File: config.mk
export PLATFORM = sky130hd
export DESIGN_NAME = ahb_to_extmem
export DESIGN_NICKNAME = d
export VERILOG_FILES = /design/src/source/extmem_pkg.sv /design/src/source/ahb_extmem_bus_fsm.sv /design/src/source/ahb_to_extmem.sv /design/src/source/extmem_timing_fsm.sv
export SDC_FILE = /design/constraint.sdc
export NUM_CORES = 1
export LEC_CHECK = 0
export BUFFER_PORTS_ARGS = -buffer_cell sky130_fd_sc_hd__buf_4
export CAP_MARGIN = 15
export CORE_ASPECT_RATIO = 0.5
export CORE_UTILIZATION = 30
export DETAILED_ROUTE_END_ITERATION = 8
export GPL_ROUTABILITY_DRIVEN = 0
export PLACE_DENSITY_LB_ADDON = 0.08
export SLEW_MARGIN = 10
export SYNTH_ARGS = -nofsm -noshare
export SYNTH_HDL_FRONTEND = slang
export SYNTH_HIERARCHICAL = 1
export SYNTH_SLANG_ARGS = --single-unit
File: constraint.sdc
create_clock -name HCLK -period 5.6 [get_ports HCLK]
set_clock_uncertainty 0.15 [all_clocks]
set_input_delay 1.12 -clock HCLK [delete_from_list [all_inputs] [get_ports HCLK]]
set_output_delay 1.12 -clock HCLK [all_outputs]
set_load 0.03 [all_outputs]
File: src/source/extmem_pkg.sv
/*
  External memory bridge shared definitions
  Widths, bus encodings, beat and config structs, FSM state types
*/
package extmem_pkg;

  // ------------------------------------------------
  // Widths and AHB encodings
  // ------------------------------------------------
  localparam int ADDR_W = 16;             // 64 KB memory window

  localparam int HTRANS_NONSEQ_BIT = 1;   // Set for NONSEQ and SEQ

  localparam logic [2:0] SIZE_BYTE = 3'b000;
  localparam logic [2:0] SIZE_HALF = 3'b001;
  localparam logic [2:0] SIZE_WORD = 3'b010;

  // ------------------------------------------------
  // Vector types
  // ------------------------------------------------
  typedef logic [ADDR_W-1:0] addr_t;      // Byte address
  typedef logic [31:0]       word_t;      // AHB data word
  typedef logic [15:0]       half_t;      // Memory data bus
  typedef logic [2:0]        cyc_t;       // Wait cycle count
  typedef logic [1:0]        lane_t;      // Byte lanes, active high

  // Static timing and width setup
  typedef struct packed {
    cyc_t read_cyc;    // Extra read cycles
    cyc_t write_cyc;   // Extra WEn pulse cycles
    cyc_t turn_cyc;    // Idle cycles after a read
    logic wide;        // 1 = 16-bit memory
  } ext_cfg_t;

  // One access on the memory pins
  typedef struct packed {
    addr_t addr;
    half_t wdata;      // Already steered onto lanes
    lane_t lanes;
    logic  write;
  } mem_beat_t;

  // ------------------------------------------------
  // State machines
  // ------------------------------------------------
  typedef enum logic [1:0] {
    BUS_IDLE,          // No transfer in data phase
    BUS_ISSUE,         // First data phase cycle
    BUS_WAIT,          // Beats in flight
    BUS_DONE           // HREADYOUT high, data returned
  } bus_state_t;

  typedef enum logic [2:0] {
    MEM_IDLE,
    MEM_READ,          // CEn and OEn low
    MEM_WR_SETUP,      // Address and data out before WEn
    MEM_WR_PULSE,      // WEn low
    MEM_WR_HOLD,       // WEn high again, data still driven
    MEM_TURN           // Bus turnaround after a read
  } mem_state_t;

endpackage

File: src/source/ahb_extmem_bus_fsm.sv
/*
  AHB side of the external memory bridge
  Captures each transfer, splits it into 8 or 16 bit memory beats,
  steers write bytes onto lanes and packs read bytes into HRDATA
*/
`timescale 1ns/1ps

module ahb_extmem_bus_fsm (
  input  logic                  HCLK,
  input  logic                  HRESETn,
  // AHB slave side
  input  logic                  hsel,
  input  logic [1:0]            htrans,
  input  logic [2:0]            hsize,
  input  logic                  hwrite,
  input  logic                  hready,
  input  extmem_pkg::addr_t     haddr,
  input  extmem_pkg::word_t     hwdata,
  output logic                  hreadyout,
  output extmem_pkg::word_t     hrdata,
  // Memory width select
  input  logic                  wide,
  // Beat channel to timing FSM
  output extmem_pkg::mem_beat_t beat,
  output logic                  beat_valid,
  input  logic                  beat_ready,
  input  extmem_pkg::half_t     beat_rdata
);

  import extmem_pkg::*;

  bus_state_t state;

  // Registered address phase
  addr_t      addr_q;
  logic [2:0] size_q;
  logic       write_q;
  word_t      wdata_q;     // HWDATA held for later beats

  logic [1:0] idx;         // Current beat
  logic [1:0] last_idx;    // Beat count minus one
  logic [1:0] beats_m1;    // From live HSIZE

  logic       accept;
  logic       start;
  logic       beat_done;
  logic       last_beat;

  word_t      wword;       // Write word feeding the lanes
  logic [7:0] wbyte;       // Single byte for 8-bit memory
  addr_t      beat_addr;
  lane_t      beat_lanes;
  half_t      beat_wdata;

  // ------------------------------------------------
  // Address phase decode
  // ------------------------------------------------
  assign accept    = hsel & htrans[HTRANS_NONSEQ_BIT] & hready;
  assign start     = accept & hreadyout;   // Only in IDLE or DONE
  assign beat_done = beat_valid & beat_ready;
  assign last_beat = (idx == last_idx);

  // Beats per transfer
  always_comb
  begin
    case (hsize)
      SIZE_BYTE: beats_m1 = 2'd0;
      SIZE_HALF: beats_m1 = wide ? 2'd0 : 2'd1;
      SIZE_WORD: beats_m1 = wide ? 2'd1 : 2'd3;
      default:   beats_m1 = 2'd0;   // Larger sizes not supported
    endcase
  end

  // ------------------------------------------------
  // Control FSM
  // ------------------------------------------------
  always_ff @(posedge HCLK or negedge HRESETn)
  begin
    if (!HRESETn)
    begin
      state      <= BUS_IDLE;
      hreadyout  <= 1'b1;
      beat_valid <= 1'b0;
      idx        <= 2'd0;
      last_idx   <= 2'd0;
      size_q     <= SIZE_BYTE;
      write_q    <= 1'b0;
    end
    else
    begin
      case (state)
        BUS_IDLE, BUS_DONE:
        begin
          if (start)
          begin
            state      <= BUS_ISSUE;
            hreadyout  <= 1'b0;         // Stretch the data phase
            beat_valid <= 1'b1;         // First beat right away
            idx        <= 2'd0;
            last_idx   <= beats_m1;
            size_q     <= hsize;
            write_q    <= hwrite;
          end
          else
          begin
            state <= BUS_IDLE;
          end
        end

        BUS_ISSUE, BUS_WAIT:
        begin
          state <= BUS_WAIT;
          if (beat_done)
          begin
            if (last_beat)
            begin
              state      <= BUS_DONE;
              hreadyout  <= 1'b1;       // One cycle, data valid
              beat_valid <= 1'b0;
            end
            else
            begin
              idx <= idx + 2'd1;        // Next beat on the next cycle
            end
          end
        end

        default:
        begin
          state <= BUS_IDLE;
        end
      endcase
    end
  end

  // ------------------------------------------------
  // Payload registers
  // ------------------------------------------------
  always_ff @(posedge HCLK)
  begin
    if (start)
      addr_q <= haddr;
    if (state == BUS_ISSUE)
      wdata_q <= hwdata;                // HWDATA valid in first data cycle
    if (beat_done && !write_q)
    begin
      if (wide)
      begin
        if (beat_lanes[0])
          hrdata[16*beat_addr[1] +: 8] <= beat_rdata[7:0];
        if (beat_lanes[1])
          hrdata[16*beat_addr[1] + 8 +: 8] <= beat_rdata[15:8];
      end
      else
      begin
        hrdata[8*beat_addr[1:0] +: 8] <= beat_rdata[7:0];  // Low lane only
      end
    end
  end

  // ------------------------------------------------
  // Beat formation
  // ------------------------------------------------
  // Live HWDATA in the issue cycle, held copy after that
  assign wword = (state == BUS_ISSUE) ? hwdata : wdata_q;

  // Low address bits replaced by the beat index
  always_comb
  begin
    beat_addr = addr_q;
    if (wide)
    begin
      if (size_q == SIZE_WORD)
        beat_addr[1] = idx[0];          // Two halfwords
    end
    else
    begin
      if (size_q == SIZE_HALF)
        beat_addr[0] = idx[0];          // Two bytes
      else if (size_q == SIZE_WORD)
        beat_addr[1:0] = idx;           // Four bytes
    end
  end

  // Lane select
  always_comb
  begin
    if (!wide)
      beat_lanes = 2'b01;               // 8-bit device on the low lane
    else if (size_q == SIZE_BYTE)
      beat_lanes = beat_addr[0] ? 2'b10 : 2'b01;
    else
      beat_lanes = 2'b11;
  end

  // Write data steering
  assign wbyte = wword[8*beat_addr[1:0] +: 8];

  always_comb
  begin
    if (wide)
      beat_wdata = wword[16*beat_addr[1] +: 16];  // Bytes already on their lanes
    else
      beat_wdata = {wbyte, wbyte};
  end

  always_comb
  begin
    beat.addr  = beat_addr;
    beat.wdata = beat_wdata;
    beat.lanes = beat_lanes;
    beat.write = write_q;
  end

endmodule

File: src/source/ahb_to_extmem.sv
/*
  AHB to external async SRAM/PSRAM bridge, 8 or 16 bit devices
  Bus FSM splits transfers into beats, timing FSM runs the pins
*/
`timescale 1ns/1ps

module ahb_to_extmem (
  input  logic                 HCLK,
  input  logic                 HRESETn,
  // AHB slave
  input  logic                 HSEL,
  input  extmem_pkg::addr_t    HADDR,
  input  logic [1:0]           HTRANS,
  input  logic [2:0]           HSIZE,
  input  logic                 HWRITE,
  input  extmem_pkg::word_t    HWDATA,
  input  logic                 HREADY,
  output logic                 HREADYOUT,
  output extmem_pkg::word_t    HRDATA,
  // Static setup
  input  extmem_pkg::ext_cfg_t cfg,
  // Memory pins
  input  extmem_pkg::half_t    DATAIN,
  output extmem_pkg::addr_t    ADDR,
  output extmem_pkg::half_t    DATAOUT,
  output logic                 DATAOEn,   // Pad driver enable
  output logic                 WEn,
  output logic                 OEn,
  output logic                 CEn,
  output logic                 LBn,
  output logic                 UBn
);

  import extmem_pkg::*;

  // ------------------------------------------------
  // Beat channel
  // ------------------------------------------------
  mem_beat_t beat;
  logic      beat_valid;
  logic      beat_ready;     // One cycle pulse per beat
  half_t     beat_rdata;

  // Transfer split and data routing
  ahb_extmem_bus_fsm u_bus (
    .HCLK       (HCLK),
    .HRESETn    (HRESETn),
    .hsel       (HSEL),
    .htrans     (HTRANS),
    .hsize      (HSIZE),
    .hwrite     (HWRITE),
    .hready     (HREADY),
    .haddr      (HADDR),
    .hwdata     (HWDATA),
    .hreadyout  (HREADYOUT),
    .hrdata     (HRDATA),
    .wide       (cfg.wide),    // Only the width reaches the bus side
    .beat       (beat),
    .beat_valid (beat_valid),
    .beat_ready (beat_ready),
    .beat_rdata (beat_rdata)
  );

  // Pin timing per beat
  extmem_timing_fsm u_mem (
    .HCLK       (HCLK),
    .HRESETn    (HRESETn),
    .cfg        (cfg),
    .beat       (beat),
    .beat_valid (beat_valid),
    .beat_ready (beat_ready),
    .beat_rdata (beat_rdata),
    .datain     (DATAIN),
    .addr       (ADDR),
    .dataout    (DATAOUT),
    .dataoen    (DATAOEn),
    .wen        (WEn),
    .oen        (OEn),
    .cen        (CEn),
    .lbn        (LBn),
    .ubn        (UBn)
  );

endmodule

File: src/source/extmem_timing_fsm.sv
/*
  Memory side of the external memory bridge
  Times each beat on an async SRAM/PSRAM and drives registered strobes
*/
`timescale 1ns/1ps

module extmem_timing_fsm (
  input  logic                  HCLK,
  input  logic                  HRESETn,
  input  extmem_pkg::ext_cfg_t  cfg,
  // Beat channel from bus FSM
  input  extmem_pkg::mem_beat_t beat,
  input  logic                  beat_valid,
  output logic                  beat_ready,
  output extmem_pkg::half_t     beat_rdata,
  // Memory pins
  input  extmem_pkg::half_t     datain,
  output extmem_pkg::addr_t     addr,
  output extmem_pkg::half_t     dataout,
  output logic                  dataoen,
  output logic                  wen,
  output logic                  oen,
  output logic                  cen,
  output logic                  lbn,
  output logic                  ubn
);

  import extmem_pkg::*;

  mem_state_t state;
  mem_state_t state_nxt;
  cyc_t       cnt;          // Shared down-counter
  cyc_t       cnt_nxt;

  lane_t      lanes_q;      // Lanes of the beat in progress
  lane_t      lane_nxt;
  logic       start;
  logic       access_nxt;   // Chip selected next cycle

  assign start = (state == MEM_IDLE) & beat_valid;

  // ------------------------------------------------
  // Next state and counter
  // ------------------------------------------------
  always_comb
  begin
    state_nxt = state;
    cnt_nxt   = cnt;
    case (state)
      MEM_IDLE:
      begin
        if (start)
        begin
          if (beat.write)
          begin
            state_nxt = MEM_WR_SETUP;
          end
          else
          begin
            state_nxt = MEM_READ;
            cnt_nxt   = cfg.read_cyc;
          end
        end
      end

      MEM_READ:
      begin
        if (cnt == '0)
        begin
          state_nxt = (cfg.turn_cyc != '0) ? MEM_TURN : MEM_IDLE;
          cnt_nxt   = cfg.turn_cyc - cyc_t'(1);
        end
        else
        begin
          cnt_nxt = cnt - cyc_t'(1);
        end
      end

      MEM_WR_SETUP:
      begin
        state_nxt = MEM_WR_PULSE;
        cnt_nxt   = cfg.write_cyc;
      end

      MEM_WR_PULSE:
      begin
        if (cnt == '0)
          state_nxt = MEM_WR_HOLD;
        else
          cnt_nxt = cnt - cyc_t'(1);
      end

      MEM_WR_HOLD: state_nxt = MEM_IDLE;      // No turnaround on writes

      MEM_TURN:
      begin
        if (cnt == '0)
          state_nxt = MEM_IDLE;
        else
          cnt_nxt = cnt - cyc_t'(1);
      end

      default: state_nxt = MEM_IDLE;
    endcase
  end

  assign access_nxt = (state_nxt != MEM_IDLE) && (state_nxt != MEM_TURN);
  assign lane_nxt   = start ? beat.lanes : lanes_q;

  // ------------------------------------------------
  // State and strobe registers
  // ------------------------------------------------
  always_ff @(posedge HCLK or negedge HRESETn)
  begin
    if (!HRESETn)
    begin
      state   <= MEM_IDLE;
      cnt     <= '0;
      cen     <= 1'b1;
      oen     <= 1'b1;
      wen     <= 1'b1;
      dataoen <= 1'b1;
      lbn     <= 1'b1;
      ubn     <= 1'b1;
    end
    else
    begin
      state   <= state_nxt;
      cnt     <= cnt_nxt;
      cen     <= ~access_nxt;
      oen     <= ~(state_nxt == MEM_READ);
      wen     <= ~(state_nxt == MEM_WR_PULSE);
      dataoen <= ~(state_nxt inside {MEM_WR_SETUP, MEM_WR_PULSE, MEM_WR_HOLD});
      lbn     <= ~(access_nxt & lane_nxt[0]);
      ubn     <= ~(access_nxt & lane_nxt[1]);
    end
  end

  // Address, data and lanes fixed for the whole beat
  always_ff @(posedge HCLK)
  begin
    if (start)
    begin
      addr    <= beat.addr;
      dataout <= beat.wdata;
      lanes_q <= beat.lanes;
    end
  end

  // ------------------------------------------------
  // Beat completion
  // ------------------------------------------------
  // Last read cycle or write hold cycle
  assign beat_ready = ((state == MEM_READ) && (cnt == '0)) || (state == MEM_WR_HOLD);

  // Unused lane forced to zero, bus side samples on ready
  assign beat_rdata = {lanes_q[1] ? datain[15:8] : 8'h00,
                       lanes_q[0] ? datain[7:0]  : 8'h00};

endmodule

==> flow_summary.json, run 1 <==
{
  "status": "finished with violations",
  "violations": "design-rule violations",
  "p_per_area_nw_per_um2": 371,
  "crit_path_start": "cfg[0]",
  "multi_input_area_um2": 2270,
  "antenna_found_initial": 0,
  "fillerInstances": 1928,
  "postPlaceCellArea_um2": 7540,
  "layout-drive-gt1-share_pct": 45.3,
  "synth_area_leader_cell": "edfxtp_1",
  "cts_root_buf": "clkbuf_16",
  "fmax_ghz": 0.297,
  "wl_met1_mm": 7.65,
  "dr_total_vias": 4102,
  "cp.arrival_ps": 3260,
  "p_leak_uw": 0.00333,
  "grt_pass1_vias": 4082,
  "vdd_drop_max_mv": 0.165,
  "clkTransAtPathRegs_ps": 60,
  "grt_max_degree": 35,
  "top_layer_used": "met4",
  "setup_viol": 0,
  "maxSlewViolCount": 0,
  "start_util_pct": 31.3,
  "drv_cap": 0,
  "yosysMostFrequentCell": "edfxtp_1",
  "core_um2": 20000,
  "post_cts_resized": 0,
  "drc": 19,
  "num_io_pins": 155,
  "synth_common_cells": "80 x edfxtp_1, 47 x mux2_2, 34 x and2_1, 34 x dfxtp_1, 19 x nand2_1",
  "yosysTopAreaCellShare_pct": 38.4,
  "drtIter0Drc": 220,
  "avgSynthCellArea_um2": 13.6,
  "area_growth_pct": 29.5,
  "avgRoutedWirePerCell_um": 17.7,
  "fin_area_um2": 8100,
  "r2r-start": "u_mem/cnt[0]$_DFFE_PN0P_",
  "hold_buffers": 0,
  "final.min_clock_period_ps": 3370,
  "io_buffers": 153,
  "regArea_um2": 3690,
  "die_w_um": 206,
  "max_slew_margin_pct": 37.2,
  "seq_area_frac_synth_pct": 59.0,
  "diodes": 0,
  "htreeDepth": 4,
  "synthCells": 459,
  "grt_setup_unrepaired": "no",
  "setup-tns-final_ps": 0,
  "min_period_over_period_pct": 60.2,
  "cp_max_fo": 22,
  "worst_pin_slew_ps": 943,
  "synth_fp_nets": 550,
  "synth-async-reset-ratio_pct": 17.4,
  "vias_per_cell": 4.66,
  "synth-main-ff-cell": "edfxtp_1",
  "hold_slack_ps": 270,
  "cts_buffers": 17,
  "timing.final.hold_violations": 0,
  "cp.required_ps": 5490,
  "rows": 36,
  "grt_pass1_wl_mm": 24.2,
  "synth_edf_count": 80,
  "endpoint_kind": "flip-flop",
  "synth-seq-cells": 138,
  "ys_types": 65,
  "met2_wirelength_mm": 6.91,
  "ant_nets": 0,
  "clockBufferDepth": 2,
  "drt-total-wl_mm": 15.6,
  "min-delay-start": "u_bus/addr_q[2]$_DFFE_PP_",
  "cts_tree": "yes",
  "clock-sinks": 138,
  "route.met3.wl_um": 914,
  "die_area_um2": 21500,
  "dp_hpwl_mm": 10.9,
  "critPathKind": "input pin to flip-flop",
  "crit_path_start_kind": "input pin",
  "nets": 692,
  "insertion_delay_ps": 420,
  "dr.pass1.iters": 6,
  "syn_area_um2": 6250,
  "ys.warnings.count": 6,
  "post_cts_buffers": 0,
  "grt_use_total_pct": 15.1,
  "die_y_um": 104,
  "hold_class": "flip-flop to flip-flop",
  "synth_area_leaders": "edfxtp_1 38%, dfxtp_1 11%, mux2_2 8.5%",
  "grt_remaining_overflow": 0
}
-- worst max-delay path: stages --
cell and delay (ps):
buf_4 210, nor2b_1 180, mux2_2 450, a21oi_2 80, inv_2 310, ha_1 240, a21oi_1 70, nor2_1 600
-- layout by cell type (no fill, tap or decap), types with 8 or more instances in the layout --
cell	instances
nand2_1	19
o21ai_0	8
dfxtp_1	34
edfxtp_1	80
mux2_2	47
nand2b_1	9
nor2_1	16
clkbuf_16	17
dfrtp_1	17
inv_1	15
buf_4	156
a21oi_1	17
a22o_1	15
and2_1	34
-- path summary, 6_finish.rpt --
path                                               to  slack, ps  depth (start not counted)
min reg2reg                   u_mem/addr[2]$_DFFE_PN_        270                          0
max in group asynchronous         u_mem/lbn$_DFF_PN1_       4550                          1
max                        u_bus/hrdata[31]$_DFFE_PP_       2230                          8
min                           u_mem/addr[2]$_DFFE_PN_        270                          0
min in group asynchronous   u_bus/write_q$_DFFE_PN0P_        450                          1
max reg2reg                u_bus/hrdata[18]$_DFFE_PP_       2240                          9
-- registers in the layout, summed over array words and instances, names as in the netlist --
register / cells
u_mem/lbn: 1
u_bus/hreadyout: 1
u_mem/dataout: 16
u_mem/state: 3
u_bus/size_q: 3
u_mem/lanes_q: 2
u_bus/last_idx: 2
u_mem/dataoen: 1
u_mem/addr: 16
u_mem/cnt: 3
u_bus/state: 2
u_mem/wen: 1
u_mem/cen: 1
u_mem/oen: 1
u_bus/hrdata: 32
u_bus/beat_valid: 1
u_mem/ubn: 1
u_bus/idx: 2
u_bus/addr_q: 16
u_bus/wdata_q: 32
u_bus/write_q: 1
-- power by group --
| group | switching, µW | total, µW | internal [µW] |
|---|---|---|---|
| sequential | 75.5 | 1280 | 1200 |
| clock | 478 | 1060 | 583 |
| combinational | 397 | 663 | 266 |
-- layout make-up --
cell class                 instances  area share [%]
clock buffer                      17            5.25
clock inverter                    15            1.62
inverter                          18           0.865
multi-input combinational        270            28.1
sequential                       138            45.6
tap                              266            4.11
timing repair buffer             156            14.5
-- cells by family (layout without fill, tap and decap cells) --
kind of cell | count (synthesis) | count (layout) | share of synthesized area, %
fa+ha+maj | 7 | 7 | 1.40
compound gates | 86 | 86 | 10.8
buf+inv | 51 | 206 | 4.60
xor+xnor | 5 | 5 | 0.820
simple gates | 107 | 107 | 10.1
flops | 138 | 138 | 59.0
mux | 65 | 65 | 13.2
-- metrics by stage --
stage / worst slack, ps / util, % / total power [µW] / instances
4_1_cts: 2110 / 40.6 / 3060 / 880
5_1_grt: 1910 / 40.6 / 3160 / 880
3_5_place_dp: 1730 / 37.8 / 1970 / 848
2_1_floorplan: 2590 / - / 1720 / 459
3_3_place_gp: 1780 / 37.8 / 1970 / 848
6_report: 2230 / 40.6 / 3000 / 880
-- routing by layer --
metal | global-route usage (%) | up-vias
met5 | 0 | -
met4 | 3.47 | 0
met3 | 4.48 | 6
met2 | 21.9 | 89
met1 | 21.9 | 2017
li1 | - | 1990
Note: power is estimated with default switching activity, not from simulation.
==> run 2: changes to the inputs <==
ABC_AREA = 1   (was default)
clock period = 2.8 ns   (was 5.6 ns; I/O delays follow)
==> flow_summary.json, run 2 <==
{
  "yosysMostFrequentCell": "nand2_1",
  "layout_common_cells": "178 x nand2_1, 167 x buf_4, 85 x inv_1",
  "clock-sinks": 138,
  "dr.pass1.iters": 6,
  "drt-total-wl_mm": 16.4,
  "drv_cap": 0,
  "cp.required_ps": 2810,
  "worst_pin_slew_ps": 695,
  "p_per_area_nw_per_um2": 579,
  "crit_path_cell_trace": "inv_2, nand3_2, o21ai_1, nand2_1, nand2_4, inv_2, ha_1, nand2_1, nor2_1, nand2_1, o21ai_0",
  "avgRoutedWirePerCell_um": 14.6,
  "grt_max_degree": 49,
  "status": "completed",
  "grt_setup_unrepaired": "no",
  "synth-async-reset-ratio_pct": 17.4,
  "max_slew_margin_pct": 53.6,
  "insertion_delay_ps": 430,
  "path_buf_inv": 2,
  "cp.arrival_ps": 2450,
  "internal-power_uw": 3820,
  "fmax_ghz": 0.410,
  "endpoint_kind": "flip-flop",
  "seq_area_frac_synth_pct": 57.1,
  "fin_cells": 1124,
  "nets": 929,
  "grt_pass1_wl_mm": 26.0,
  "ant_nets": 0,
  "hold_class": "input pin to flip-flop",
  "drtIter0Drc": 205,
  "yosysTopAreaCellShare_pct": 37.2,
  "timing.final.hold_violations": 0,
  "ys.warnings.count": 6,
  "clockBufferDepth": 2,
  "drc": 0,
  "synth_fp_nets": 777,
  "core_um2": 20800,
  "vias_per_cell": 4.36,
  "ys_types": 37,
  "synth_edf_count": 80,
  "cts_root_buf": "clkbuf_16",
  "hold_buffers": 1,
  "setup-tns-final_ps": 0,
  "setup_viol": 0,
  "diodes": 0,
  "syn_area_um2": 6460,
  "dp.cells": 1091,
  "num_io_pins": 155,
  "die_w_um": 210,
  "post_cts_buffers": 0,
  "maxSlewViolCount": 0,
  "antenna_found_initial": 0,
  "critPathKind": "flip-flop to flip-flop",
  "p_sw_share_pct": 22.2,
  "p_leak_uw": 0.00384,
  "crit_top_cell": "nand2_1",
  "synth_area_leaders": "edfxtp_1 37%, dfxtp_1 11%, nand2_1 10%",
  "cp_max_fo": 18,
  "grt_use_total_pct": 15.6,
  "cts_tree": "yes",
  "min_period_over_period_pct": 87.1,
  "synthCells": 686,
  "io_buffers": 153,
  "area_growth_pct": 31.2,
  "htreeDepth": 4,
  "dr_total_vias": 4900,
  "cts_buffers": 17,
  "layout-drive-gt1-share_pct": 31.5,
  "p_comb_share_pct": 6.6,
  "grt_pass1_vias": 4842,
  "layout_commonest_cell": "nand2_1",
  "p_clk_share_pct": 48.9,
  "vdd_drop_max_mv": 0.395,
  "start_util_pct": 31.0,
  "critical_path.top_delay_family": "simple AND/OR/NAND/NOR gates",
  "rows": 37,
  "synth_area_leader_cell": "edfxtp_1",
  "synth_common_cells": "178 x nand2_1, 85 x inv_1, 80 x edfxtp_1",
  "crit_path_start_kind": "flip-flop",
  "power.switching_uw": 1090,
  "synth-seq-cells": 138,
  "avgSynthCellArea_um2": 9.42,
  "grt_remaining_overflow": 0,
  "final.min_clock_period_ps": 2440,
  "dp_hpwl_mm": 11.7,
  "die_area_um2": 22200,
  "power_frac_seq_pct": 44.6,
  "synth-main-ff-cell": "edfxtp_1",
  "critPathSlowestCell": "dfrtp_1",
  "die_y_um": 106,
  "critical_path.max_stage_delay_ps": 400,
  "r2r_setup_slack_ps": 360,
  "clkTransAtPathRegs_ps": 60,
  "post_cts_resized": 0
}
-- run 2: final cells by class --
cell class / instances / area (µm²)
clock buffer: 18 / 429
clock inverter: 14 / 196
fill: 2129 / 12400
inverter: 100 / 375
multi-input combinational: 411 / 2140
sequential: 138 / 3690
tap: 273 / 342
timing repair buffer: 170 / 1300
-- run 2: cell families (layout without fill, tap and decap cells) --
family          count (synthesis)  count (layout)  share of synthesized area, %
compound gates                 80              80                          7.05
xor+xnor                        4               4                         0.542
buf+inv                       137             302                          9.78
flops                         138             138                          57.1
mux                            16              16                          2.79
simple gates                  304             304                          21.4
fa+ha+maj                       7               7                          1.35
-- run 2: path summary, 6_finish.rpt --
| kind | start | endpoint | cells past startpoint |
|---|---|---|---|
| hold reg to reg | u_bus/addr_q[11]$_DFFE_PP_ | u_mem/addr[11]$_DFFE_PN_ | 0 |
| max in group asynchronous | HRESETn | u_bus/hreadyout$_DFFE_PN1P_ | 2 |
| setup reg to reg | u_bus/size_q[0]$_DFFE_PN0P_ | u_bus/hrdata[12]$_DFFE_PP_ | 11 |
| min in group asynchronous | HRESETn | u_mem/cnt[1]$_DFFE_PN0P_ | 2 |
| setup / recovery | u_bus/size_q[0]$_DFFE_PN0P_ | u_bus/hrdata[12]$_DFFE_PP_ | 11 |
| hold / removal | HADDR[6] | u_bus/addr_q[6]$_DFFE_PP_ | 1 |
-- run 2: metrics by stage --
step	worst slack, ps	util [%]	hold slack (ps)	total power (µW)	area [µm²]
3_3_place_gp	97.6	37.7	251	2550	7850
3_5_place_dp	111	37.7	255	2560	7850
4_1_cts	352	40.7	132	4990	8480
2_1_floorplan	260	-	114	2410	6460
5_1_grt	124	40.7	131	5110	8480
6_report	362	40.7	157	4910	8480
-- run 2: per-layer routing --
layer  GRT usage [%]  up-vias  share of wire (%)
met4            5.79        0                1.3
met3            4.98       16                5.4
li1                -     2517                  -
met2            23.1       88                 43
met1            21.3     2279                 50
met5               0        -                  0
-- run 2: power groups by stage --
| stage | sequential (µW) | combinational [µW] | clock (µW) |
|---|---|---|---|
| after floorplan | 2230 | 186 | 0 |
| after global placement | 2230 | 324 | 0 |
| after detailed placement | 2230 | 326 | 0 |
| after CTS | 2190 | 328 | 2480 |
| after global routing | 2190 | 366 | 2560 |
| final | 2190 | 322 | 2400 |
